File: src/logic/i2c_pkg.sv
`default_nettype none

package i2c_pkg;

	localparam int unsigned BURST_BYTES = 11;
	localparam logic [7:0] SENSOR_REG_FIRST = 8'h06; // TEMP2, start of temp/x/y/z block

	typedef enum logic {
		BURST_1  = 1'b0,
		BURST_11 = 1'b1
	} burst_len_e;

	typedef struct packed {
		logic       rd; // 0 = register write
		burst_len_e burst;
		logic [6:0] dev_addr;
		logic [7:0] reg_addr;
		logic [7:0] wdata;
	} i2c_cmd_t;

	// sensor register order, first byte is most significant
	typedef struct packed {
		logic [15:0] temp;
		logic [23:0] x;
		logic [23:0] y;
		logic [23:0] z;
	} sample_f_t;

	typedef union packed {
		logic [0:BURST_BYTES-1][7:0] bytes; // bytes[0] first on the bus
		sample_f_t                   f;
	} sample_u;

	typedef struct packed {
		logic    nack;
		sample_u data;
	} i2c_rsp_t;

	typedef enum logic [1:0] {
		OP_START = 2'd0,
		OP_STOP  = 2'd1,
		OP_WRITE = 2'd2,
		OP_READ  = 2'd3
	} bus_op_e;

	typedef struct packed {
		bus_op_e    op;
		logic [7:0] data;
		logic       last; // NACK the read byte
	} bus_cmd_t;

	typedef struct packed {
		logic [7:0] data;
		logic       nack;
	} bus_rsp_t;

endpackage

`default_nettype wire

File: src/logic/i2c_tick_gen.sv
`timescale 1ns/1ps
`default_nettype none

module i2c_tick_gen #(
	parameter int unsigned QTR_DIV = 16
) (
	input  logic i_clk,
	input  logic i_rst_n,
	input  logic i_en,
	output logic o_tick
);

	localparam int unsigned CW = (QTR_DIV > 1) ? $clog2(QTR_DIV) : 1;

	logic [CW-1:0] cnt;
	logic          wrap;

	assign wrap   = (cnt == CW'(QTR_DIV - 1));
	assign o_tick = i_en & wrap;

	always_ff @(posedge i_clk or negedge i_rst_n) begin
		if (!i_rst_n) begin
			cnt <= '0;
		end else if (!i_en || wrap) begin
			cnt <= '0; // restart so first tick is a full quarter away
		end else begin
			cnt <= cnt + 1'b1;
		end
	end

endmodule

`default_nettype wire

File: src/logic/i2c_bit_engine.sv
`timescale 1ns/1ps
`default_nettype none

module i2c_bit_engine (
	input  logic               i_clk,
	input  logic               i_rst_n,
	input  logic               i_req,
	input  i2c_pkg::bus_cmd_t  i_cmd,
	input  logic               i_tick,
	input  logic               i_sda,
	output logic               o_ack,
	output i2c_pkg::bus_rsp_t  o_rsp,
	output logic               o_tick_en,
	output logic               o_scl_oe,
	output logic               o_sda_oe
);

	import i2c_pkg::*;

	typedef enum logic [1:0] {
		E_IDLE,
		E_RUN,
		E_ACK
	} eng_state_e;

	eng_state_e state;
	bus_op_e    op;
	logic       last;
	logic [7:0] sh;       // tx bits out of [7], rx bits in at [0]
	logic [1:0] ph;       // quarter phase within a bit
	logic [3:0] bit_cnt;  // 8 is the ack slot
	logic       nack;
	logic       ack_bit;
	logic       is_byte;
	logic       op_end;

	assign ack_bit = (bit_cnt == 4'd8);
	assign is_byte = (op == OP_WRITE) || (op == OP_READ);
	assign op_end  = (ph == 2'd3) && (!is_byte || ack_bit);

	always_ff @(posedge i_clk or negedge i_rst_n) begin
		if (!i_rst_n) begin
			state    <= E_IDLE;
			ph       <= 2'd0;
			bit_cnt  <= 4'd0;
			nack     <= 1'b0;
			o_scl_oe <= 1'b0;
			o_sda_oe <= 1'b0;
		end else begin
			case (state)
				E_IDLE: begin
					if (i_req) begin
						state   <= E_RUN;
						ph      <= 2'd0;
						bit_cnt <= 4'd0;
						nack    <= 1'b0;
					end
				end
				E_RUN: begin
					if (i_tick) begin
						ph <= ph + 2'd1;
						case (ph)
							2'd0: begin // SCL low, set up SDA
								case (op)
									OP_START: o_sda_oe <= 1'b0;
									OP_STOP:  o_sda_oe <= 1'b1;
									OP_WRITE: o_sda_oe <= ack_bit ? 1'b0 : ~sh[7];
									OP_READ:  o_sda_oe <= ack_bit ? ~last : 1'b0;
								endcase
							end
							2'd1: o_scl_oe <= 1'b0; // SCL rises
							2'd2: begin // SCL high
								case (op)
									OP_START: o_sda_oe <= 1'b1; // start edge
									OP_STOP:  o_sda_oe <= 1'b0; // stop edge
									OP_WRITE: begin
										if (ack_bit) begin
											nack <= i_sda;
										end
									end
									default: ;
								endcase
							end
							2'd3: begin
								if (op != OP_STOP) begin
									o_scl_oe <= 1'b1; // hold SCL low between ops
								end
								bit_cnt <= bit_cnt + 4'd1;
								if (op_end) begin
									state <= E_ACK;
								end
							end
						endcase
					end
				end
				E_ACK: begin
					if (!i_req) begin
						state <= E_IDLE;
					end
				end
				default: state <= E_IDLE;
			endcase
		end
	end

	always_ff @(posedge i_clk) begin
		if (state == E_IDLE && i_req) begin
			op   <= i_cmd.op;
			last <= i_cmd.last;
			sh   <= i_cmd.data;
		end else if (state == E_RUN && i_tick && ph == 2'd2 && is_byte && !ack_bit) begin
			sh <= {sh[6:0], i_sda}; // sample mid SCL high
		end
	end

	assign o_ack     = (state == E_ACK);
	assign o_rsp     = '{data: sh, nack: nack};
	assign o_tick_en = (state == E_RUN);

endmodule

`default_nettype wire

File: src/logic/i2c_seq_ctrl.sv
`timescale 1ns/1ps
`default_nettype none

module i2c_seq_ctrl #(
	parameter logic [6:0] SENSOR_ADDR = 7'h1D
) (
	input  logic               i_clk,
	input  logic               i_rst_n,
	input  logic               i_req,
	input  i2c_pkg::i2c_cmd_t  i_cmd,
	input  logic               i_hw_mode,
	input  logic               i_drdy,
	input  logic               i_bus_ack,
	input  i2c_pkg::bus_rsp_t  i_bus_rsp,
	output logic               o_ack,
	output logic               o_nack,
	output logic               o_bus_req,
	output i2c_pkg::bus_cmd_t  o_bus_cmd,
	output logic               o_byte_we,
	output logic [3:0]         o_byte_idx,
	output logic               o_done_hw
);

	import i2c_pkg::*;

	typedef enum logic [2:0] {
		S_IDLE,
		S_ISSUE, // bus_req high, waiting for ack
		S_WAIT,  // bus_req low, waiting for ack to drop
		S_END,
		S_ACK
	} seq_state_e;

	typedef enum logic [2:0] {
		STEP_START,
		STEP_ADDR_W,
		STEP_REG,
		STEP_WDATA,
		STEP_RSTART,
		STEP_ADDR_R,
		STEP_READ,
		STEP_STOP
	} step_e;

	seq_state_e state;
	step_e      step;
	i2c_cmd_t   cmd;
	logic       hw_txn;
	logic [3:0] rd_cnt;
	logic [3:0] last_idx;
	logic [2:0] drdy_sync;
	logic       drdy_rise;
	logic       drdy_pend;
	logic       start_cpu;
	logic       start_hw;

	assign drdy_rise = drdy_sync[1] & ~drdy_sync[2];
	assign start_cpu = (state == S_IDLE) && i_req;
	assign start_hw  = (state == S_IDLE) && !i_req && i_hw_mode && drdy_pend; // cpu wins
	assign last_idx  = (cmd.burst == BURST_11) ? 4'(BURST_BYTES - 1) : 4'd0;

	always_ff @(posedge i_clk or negedge i_rst_n) begin
		if (!i_rst_n) begin
			drdy_sync <= 3'b000;
			drdy_pend <= 1'b0;
		end else begin
			drdy_sync <= {drdy_sync[1:0], i_drdy};
			if (start_hw || !i_hw_mode) begin
				drdy_pend <= 1'b0;
			end else if (drdy_rise) begin
				drdy_pend <= 1'b1; // one edge remembered while busy
			end
		end
	end

	always_ff @(posedge i_clk) begin
		if (start_cpu) begin
			cmd <= i_cmd;
		end else if (start_hw) begin
			cmd <= '{rd: 1'b1, burst: BURST_11, dev_addr: SENSOR_ADDR,
				reg_addr: SENSOR_REG_FIRST, wdata: 8'h00};
		end
	end

	always_ff @(posedge i_clk or negedge i_rst_n) begin
		if (!i_rst_n) begin
			state      <= S_IDLE;
			step       <= STEP_START;
			hw_txn     <= 1'b0;
			rd_cnt     <= 4'd0;
			o_nack     <= 1'b0;
			o_bus_req  <= 1'b0;
			o_byte_we  <= 1'b0;
			o_byte_idx <= 4'd0;
			o_done_hw  <= 1'b0;
		end else begin
			o_byte_we <= 1'b0;
			o_done_hw <= 1'b0;
			case (state)
				S_IDLE: begin
					if (start_cpu || start_hw) begin
						hw_txn    <= start_hw;
						step      <= STEP_START;
						rd_cnt    <= 4'd0;
						o_nack    <= 1'b0;
						o_bus_req <= 1'b1;
						state     <= S_ISSUE;
					end
				end
				S_ISSUE: begin
					if (i_bus_ack) begin
						o_bus_req <= 1'b0;
						state     <= (step == STEP_STOP) ? S_END : S_WAIT;
						if (i_bus_rsp.nack) begin
							o_nack <= 1'b1; // only set by writes
						end
						case (step)
							STEP_START:  step <= STEP_ADDR_W;
							STEP_RSTART: step <= STEP_ADDR_R;
							STEP_ADDR_W: step <= i_bus_rsp.nack ? STEP_STOP : STEP_REG;
							STEP_REG: begin
								if (i_bus_rsp.nack) begin
									step <= STEP_STOP;
								end else begin
									step <= cmd.rd ? STEP_RSTART : STEP_WDATA;
								end
							end
							STEP_WDATA:  step <= STEP_STOP;
							STEP_ADDR_R: step <= i_bus_rsp.nack ? STEP_STOP : STEP_READ;
							STEP_READ: begin
								o_byte_we  <= 1'b1;
								o_byte_idx <= rd_cnt;
								rd_cnt     <= rd_cnt + 4'd1;
								if (rd_cnt == last_idx) begin
									step <= STEP_STOP;
								end
							end
							default: ;
						endcase
					end
				end
				S_WAIT: begin
					if (!i_bus_ack) begin
						o_bus_req <= 1'b1;
						state     <= S_ISSUE;
					end
				end
				S_END: begin
					if (!i_bus_ack) begin
						if (hw_txn) begin
							o_done_hw <= 1'b1;
							state     <= S_IDLE;
						end else begin
							state <= S_ACK;
						end
					end
				end
				S_ACK: begin
					if (!i_req) begin
						state <= S_IDLE;
					end
				end
				default: state <= S_IDLE;
			endcase
		end
	end

	always_comb begin
		o_bus_cmd = '{op: OP_WRITE, data: 8'h00, last: 1'b0};
		case (step)
			STEP_START, STEP_RSTART: o_bus_cmd.op = OP_START;
			STEP_ADDR_W: o_bus_cmd.data = {cmd.dev_addr, 1'b0};
			STEP_REG:    o_bus_cmd.data = cmd.reg_addr;
			STEP_WDATA:  o_bus_cmd.data = cmd.wdata;
			STEP_ADDR_R: o_bus_cmd.data = {cmd.dev_addr, 1'b1};
			STEP_READ: begin
				o_bus_cmd.op   = OP_READ;
				o_bus_cmd.last = (rd_cnt == last_idx);
			end
			STEP_STOP: o_bus_cmd.op = OP_STOP;
		endcase
	end

	assign o_ack = (state == S_ACK);

endmodule

`default_nettype wire

File: src/logic/rd_data_buf.sv
`timescale 1ns/1ps
`default_nettype none

module rd_data_buf (
	input  logic              i_clk,
	input  logic              i_rst_n,
	input  logic              i_byte_we,
	input  logic [3:0]        i_byte_idx,
	input  logic [7:0]        i_byte,
	input  logic              i_done_hw,
	output i2c_pkg::sample_u  o_sample,
	output logic              o_sample_valid
);

	import i2c_pkg::*;

	sample_u samp; // last burst, shared by cpu and poll
	logic    in_range;

	assign in_range = (i_byte_idx < 4'(BURST_BYTES));

	always_ff @(posedge i_clk) begin
		if (i_byte_we && in_range) begin
			samp.bytes[i_byte_idx] <= i_byte;
		end
	end

	always_ff @(posedge i_clk or negedge i_rst_n) begin
		if (!i_rst_n) begin
			o_sample_valid <= 1'b0;
		end else begin
			o_sample_valid <= i_done_hw; // one cycle after poll ends
		end
	end

	assign o_sample = samp;

endmodule

`default_nettype wire

File: src/logic/i2c_sensor_top.sv
`timescale 1ns/1ps
`default_nettype none

module i2c_sensor_top #(
	parameter int unsigned QTR_DIV     = 16,
	parameter logic [6:0]  SENSOR_ADDR = 7'h1D
) (
	input  logic               i_clk,
	input  logic               i_rst_n,
	input  logic               i_req,
	input  i2c_pkg::i2c_cmd_t  i_cmd,
	input  logic               i_hw_mode,
	input  logic               i_drdy,
	input  logic               i_sda,
	output logic               o_ack,
	output i2c_pkg::i2c_rsp_t  o_rsp,
	output i2c_pkg::sample_u   o_sample,
	output logic               o_sample_valid,
	output logic               o_scl_oe,
	output logic               o_sda_oe
);

	import i2c_pkg::*;

	logic       bus_req;
	bus_cmd_t   bus_cmd;
	logic       bus_ack;
	bus_rsp_t   bus_rsp;
	logic       tick;
	logic       tick_en;
	logic       byte_we;
	logic [3:0] byte_idx;
	logic       done_hw;
	logic       nack;

	i2c_seq_ctrl #(
		.SENSOR_ADDR(SENSOR_ADDR)
	) u_seq (
		.i_clk      (i_clk),
		.i_rst_n    (i_rst_n),
		.i_req      (i_req),
		.i_cmd      (i_cmd),
		.i_hw_mode  (i_hw_mode),
		.i_drdy     (i_drdy),
		.i_bus_ack  (bus_ack),
		.i_bus_rsp  (bus_rsp),
		.o_ack      (o_ack),
		.o_nack     (nack),
		.o_bus_req  (bus_req),
		.o_bus_cmd  (bus_cmd),
		.o_byte_we  (byte_we),
		.o_byte_idx (byte_idx),
		.o_done_hw  (done_hw)
	);

	i2c_tick_gen #(
		.QTR_DIV(QTR_DIV)
	) u_tick (
		.i_clk   (i_clk),
		.i_rst_n (i_rst_n),
		.i_en    (tick_en),
		.o_tick  (tick)
	);

	i2c_bit_engine u_bit (
		.i_clk     (i_clk),
		.i_rst_n   (i_rst_n),
		.i_req     (bus_req),
		.i_cmd     (bus_cmd),
		.i_tick    (tick),
		.i_sda     (i_sda),
		.o_ack     (bus_ack),
		.o_rsp     (bus_rsp),
		.o_tick_en (tick_en),
		.o_scl_oe  (o_scl_oe),
		.o_sda_oe  (o_sda_oe)
	);

	rd_data_buf u_buf (
		.i_clk          (i_clk),
		.i_rst_n        (i_rst_n),
		.i_byte_we      (byte_we),
		.i_byte_idx     (byte_idx),
		.i_byte         (bus_rsp.data), // held until the next bus op
		.i_done_hw      (done_hw),
		.o_sample       (o_sample),
		.o_sample_valid (o_sample_valid)
	);

	assign o_rsp = '{nack: nack, data: o_sample};

endmodule

`default_nettype wire

File: config.mk
export PLATFORM = sky130hd
export DESIGN_NAME = i2c_sensor_top
export DESIGN_NICKNAME = d
export VERILOG_FILES = /design/src/logic/i2c_pkg.sv /design/src/logic/i2c_tick_gen.sv /design/src/logic/i2c_bit_engine.sv /design/src/logic/i2c_seq_ctrl.sv /design/src/logic/rd_data_buf.sv /design/src/logic/i2c_sensor_top.sv
export SDC_FILE = /design/constraint.sdc
export NUM_CORES = 1
export LEC_CHECK = 0
export ABC_AREA = 1
export BUFFER_PORTS_ARGS = -buffer_cell sky130_fd_sc_hd__buf_2
export CORE_MARGIN = 1
export CORE_UTILIZATION = 45
export DETAILED_ROUTE_END_ITERATION = 6
export PLACE_DENSITY = 0.84
export SLEW_MARGIN = 0
export SYNTH_ARGS = -nofsm -noshare
export SYNTH_HDL_FRONTEND = slang
export SYNTH_SLANG_ARGS = --single-unit
export TNS_END_PERCENT = 1
File: constraint.sdc
create_clock -name i_clk -period 1.9 [get_ports i_clk]
set_clock_uncertainty 0.05 [all_clocks]
set_input_delay 0.285 -clock i_clk [delete_from_list [all_inputs] [get_ports i_clk]]
set_output_delay 0.285 -clock i_clk [all_outputs]
set_load 0.03 [all_outputs]
==> results_tabular.tex <==
\begin{tabular}{lr}
\hline
Metric & Value \\
\hline
\multicolumn{2}{l}{\textbf{Synthesis}} \\
\quad Ys flop type & edfxtp\_1 \\
\quad Post-synth EDFFs & 124 \\
\quad Unique cell type count in the Yosys netlist & 34 \\
\quad Portion of the post-synthesis area used by sequential elements & 0.668 \\
\quad Portion of synthesized cell area occupied by the leading cell type & 0.530 \\
\quad Flip-flop and latch count after synthesis & 163 \\
\quad Synthesized instance count & 596 \\
\quad Number of nets produced by synthesis & 635 \\
\quad Yosys warnings & 0 \\
\quad Post-synthesis async set-or-reset flop share & 0.239 \\
\quad Most instantiated library cell after synthesis & edfxtp\_1 \\
\quad Top post-synthesis cells by count & 124 x edfxtp\_1, 113 x nand2\_1, 90 x buf\_4, 46 x nor2\_1, 44 x inv\_1 \\
\quad Leading area contributor after synthesis & edfxtp\_1 \\
\quad Syn Std Cell Area & 7030 um2 \\
\quad Mean Syn Cell Area & 11.8 um2 \\
\quad Most area-consuming cells after synthesis & edfxtp\_1 53\%, dfrtp\_1 14\%, buf\_4 9.6\% \\
\multicolumn{2}{l}{\textbf{Pwr}} \\
\quad Total power & 10,000 uW \\
\quad Leakage power & 0.00373 uW \\
\quad PwrDens & 1200 nW/um2 \\
\quad Peak supply drop & 676 uV \\
\multicolumn{2}{l}{\textbf{Placed design}} \\
\quad Total half-perimeter wirelength after legalization and detailed placement & 10.6 mm \\
\quad Port Buffer Count & 211 \\
\quad Placer Congestion & 0.831 \\
\quad Pre-CTS worst setup slack & 0.244 ns \\
\multicolumn{2}{l}{\textbf{Run status}} \\
\quad Status & complete, no violations \\
\multicolumn{2}{l}{\textbf{GRT}} \\
\quad Initial antenna violation count & 0 \\
\quad Global-route total usage across every layer & 0.191 \\
\quad Wire length of the first global-routing pass & 23.1 mm \\
\quad Fraction of met1 tracks used by global routing & 0.220 \\
\quad Residual overflow from global routing & 0 \\
\quad Maximum number of pins on one net before global-route repair & 40 \\
\quad Global-route met3 utilization & 0.0406 \\
\quad Global-route layer with the greatest usage & met2 \\
\quad Fraction of met2 tracks used by global routing & 0.345 \\
\quad Via count of the first global-routing pass & 4,497 \\
\multicolumn{2}{l}{\textbf{Floorplanning}} \\
\quad Initial core utilization & 0.462 \\
\quad Io pins & 212 \\
\quad Placeable core area & 15,200 um2 \\
\quad Die extent in y & 127 um \\
\quad Die width & 127 um \\
\quad Total die area & 16,100 um2 \\
\quad Placement Rows & 45 \\
\multicolumn{2}{l}{\textbf{Clocking}} \\
\quad CTS clock-pin slew for the worst setup and hold paths & 0.06 ns \\
\quad Inserted Clock Buffers & 17 \\
\quad Root Buffer & clkbuf\_16 \\
\quad Deepest clock path buffer count & 2 \\
\quad Clock tree from TritonCTS & done \\
\quad CTS sink cnt & 163 \\
\quad Clock network latency to the later pin of the worst-skew pair & 0.41 ns \\
\quad Post-CTS setup-driven buffer insertion count & 0 \\
\quad Max H-tree Level & 4 \\
\multicolumn{2}{l}{\textbf{Detailed routing}} \\
\quad First-iteration detailed-routing DRC count & 316 \\
\quad Pre-antenna DRT Iters & 4 \\
\quad Aggregate routed wire length & 14.7 mm \\
\quad Total DRC errors in the routed layout & 0 \\
\quad Post-detailed-route wirelength per cell & 15.4 um \\
\quad DR vias & 4,564 \\
\quad Number of routed nets with antenna violations & 0 \\
\quad Number of vias per cell after detailed routing & 4.79 \\
\multicolumn{2}{l}{\textbf{Timing}} \\
\quad Setup violations, final & 0 \\
\quad Final min period & 1.72 ns \\
\quad Unrepaired setup endpoints after global routing & false \\
\quad Relative max-transition margin & 0.612 \\
\quad Least-Margin Pin Slew & 0.582 ns \\
\quad Count of final hold-check violations & 0 \\
\quad Final-report max-slew violation count & 0 \\
\quad Highest achievable clock rate & 581 MHz \\
\quad Post-route clock period utilization & 0.905 \\
\quad Final setup slack of the worst path & 0.180 ns \\
\quad Hold slack & 0.0703 ns \\
\quad Accumulated negative setup slack & 0 ns \\
\multicolumn{2}{l}{\textbf{Final layout}} \\
\quad Number of fill cells in the layout & 1,259 \\
\quad Relative area change from synthesis to final layout & 18.6\% \\
\quad Share of layout cells above drive strength 1 & 0.391 \\
\quad Seq. cell area & 4700 um2 \\
\quad Area of combinational cells with multiple inputs & 1430 um2 \\
\quad Total inserted antenna cells & 0 \\
\quad Number of nets in the finished design & 790 \\
\multicolumn{2}{l}{\textbf{Setup path}} \\
\quad Endpoint arrival time on the critical path & 1.39 ns \\
\quad Kind of start point of the critical path & register \\
\quad Maximum fanout along the worst path & 4 \\
\quad Req. time, crit path & 1.56 ns \\
\quad Category of the worst setup path capture point & output pin \\
\quad Worst setup path category & register to output pin \\
\multicolumn{2}{l}{\textbf{Min path}} \\
\quad Worst hold-check path type & input port to register \\
\multicolumn{2}{l}{\textbf{Flow run}} \\
\quad Maxcap violations & 0 \\
\hline
\end{tabular}
## cell usage in the layout, fill, tap and decap left out, types with 4 or more instances in the layout
cell type,n
nor2_2,5
inv_6,6
edfxtp_1,124
nand2_2,9
nor2_1,46
or2_2,7
clkbuf_16,17
nand2_1,113
buf_2,211
inv_2,5
nand3_1,29
inv_1,44
ha_1,8
o21ai_1,7
clkinv_4,4
dfrtp_1,39
o21ai_0,23
nor2_4,6
buf_4,16
a21oi_1,9
## per-stage QoR
step	instances	cell area, um2	utilization
after floorplan	596	7040	-
after global placement	918	7760	0.510
after detailed placement	918	7760	0.510
after CTS	952	8340	0.548
after global routing	952	8340	0.549
final	952	8340	0.549
## routing by layer
layer / up-vias / wire, um / part of all wire
met3: 18 / 662 / 0.045
met4: 0 / 242 / 0.016
met2: 178 / 7780 / 0.53
li1: 2215 / - / -
met5: - / 0 / 0
met1: 2153 / 6010 / 0.41
## report_power, final
part           total, uW  switching (uW)  internal (uW)
logic               1720            1160            558
clock network       3210            1390           1820
registers           5070             531           4540
## sequential cells by signal, summed over array words and instances (netlist names), 4 cells and up
signal,cells
u_buf.o_sample,88
u_seq.cmd,25
u_bit.sh,8
u_bit.bit_cnt,4
u_seq.o_byte_idx,4
u_seq.rd_cnt,4
u_tick.cnt,4
## critical path, cell delays in order (launching register included)
cell	delay, ns
dfrtp_1	0.46
inv_2	0.10
nor3_2	0.17
buf_2	0.24
## timing repair
item,in CTS,in global routing
endpoints found under the setup margin,0,1
resized for setup,0,1
hold endpoints to repair,40,0
hold buffers,2,0
## cell families after synthesis
logic type      count (synthesis)  synth area share
simple gates                  231             0.150
fa+ha+maj                       8            0.0142
compound gates                 45            0.0343
xor+xnor                        2           0.00249
buf+inv                       147             0.130
flops                         163             0.668
## area by class of cell
| type | instances | share of cell area |
|---|---|---|
| Timing Repair Buffer | 230 | 0.146 |
| Inverter | 53 | 0.0251 |
| Multi-Input combinational cell | 286 | 0.171 |
| Sequential cell | 163 | 0.563 |
| Tap cell | 188 | 0.0282 |
| Clock buffer | 18 | 0.0515 |
| Clock inverter | 14 | 0.0152 |
## path summary, 6_finish.rpt
| check | startpoint | end | slack [ns] | cells after the start |
|---|---|---|---|---|
| max in group asynchronous | i_rst_n | u_seq.rd_cnt[3] | 1.05 | 3 |
| max reg2reg | u_bit.bit_cnt[0] | u_bit.sh[6] | 0.21 | 6 |
| min reg2reg | u_seq.o_done_hw | u_buf.o_sample_valid | 0.30 | 0 |
| min | i_req | u_seq.state[2] | 0.07 | 3 |
| min in group asynchronous | i_rst_n | u_tick.cnt[1] | 0.41 | 3 |
| max | u_seq.state[2] | o_ack | 0.18 | 3 |
No activity file was read; power rests on OpenSTA's default activity.
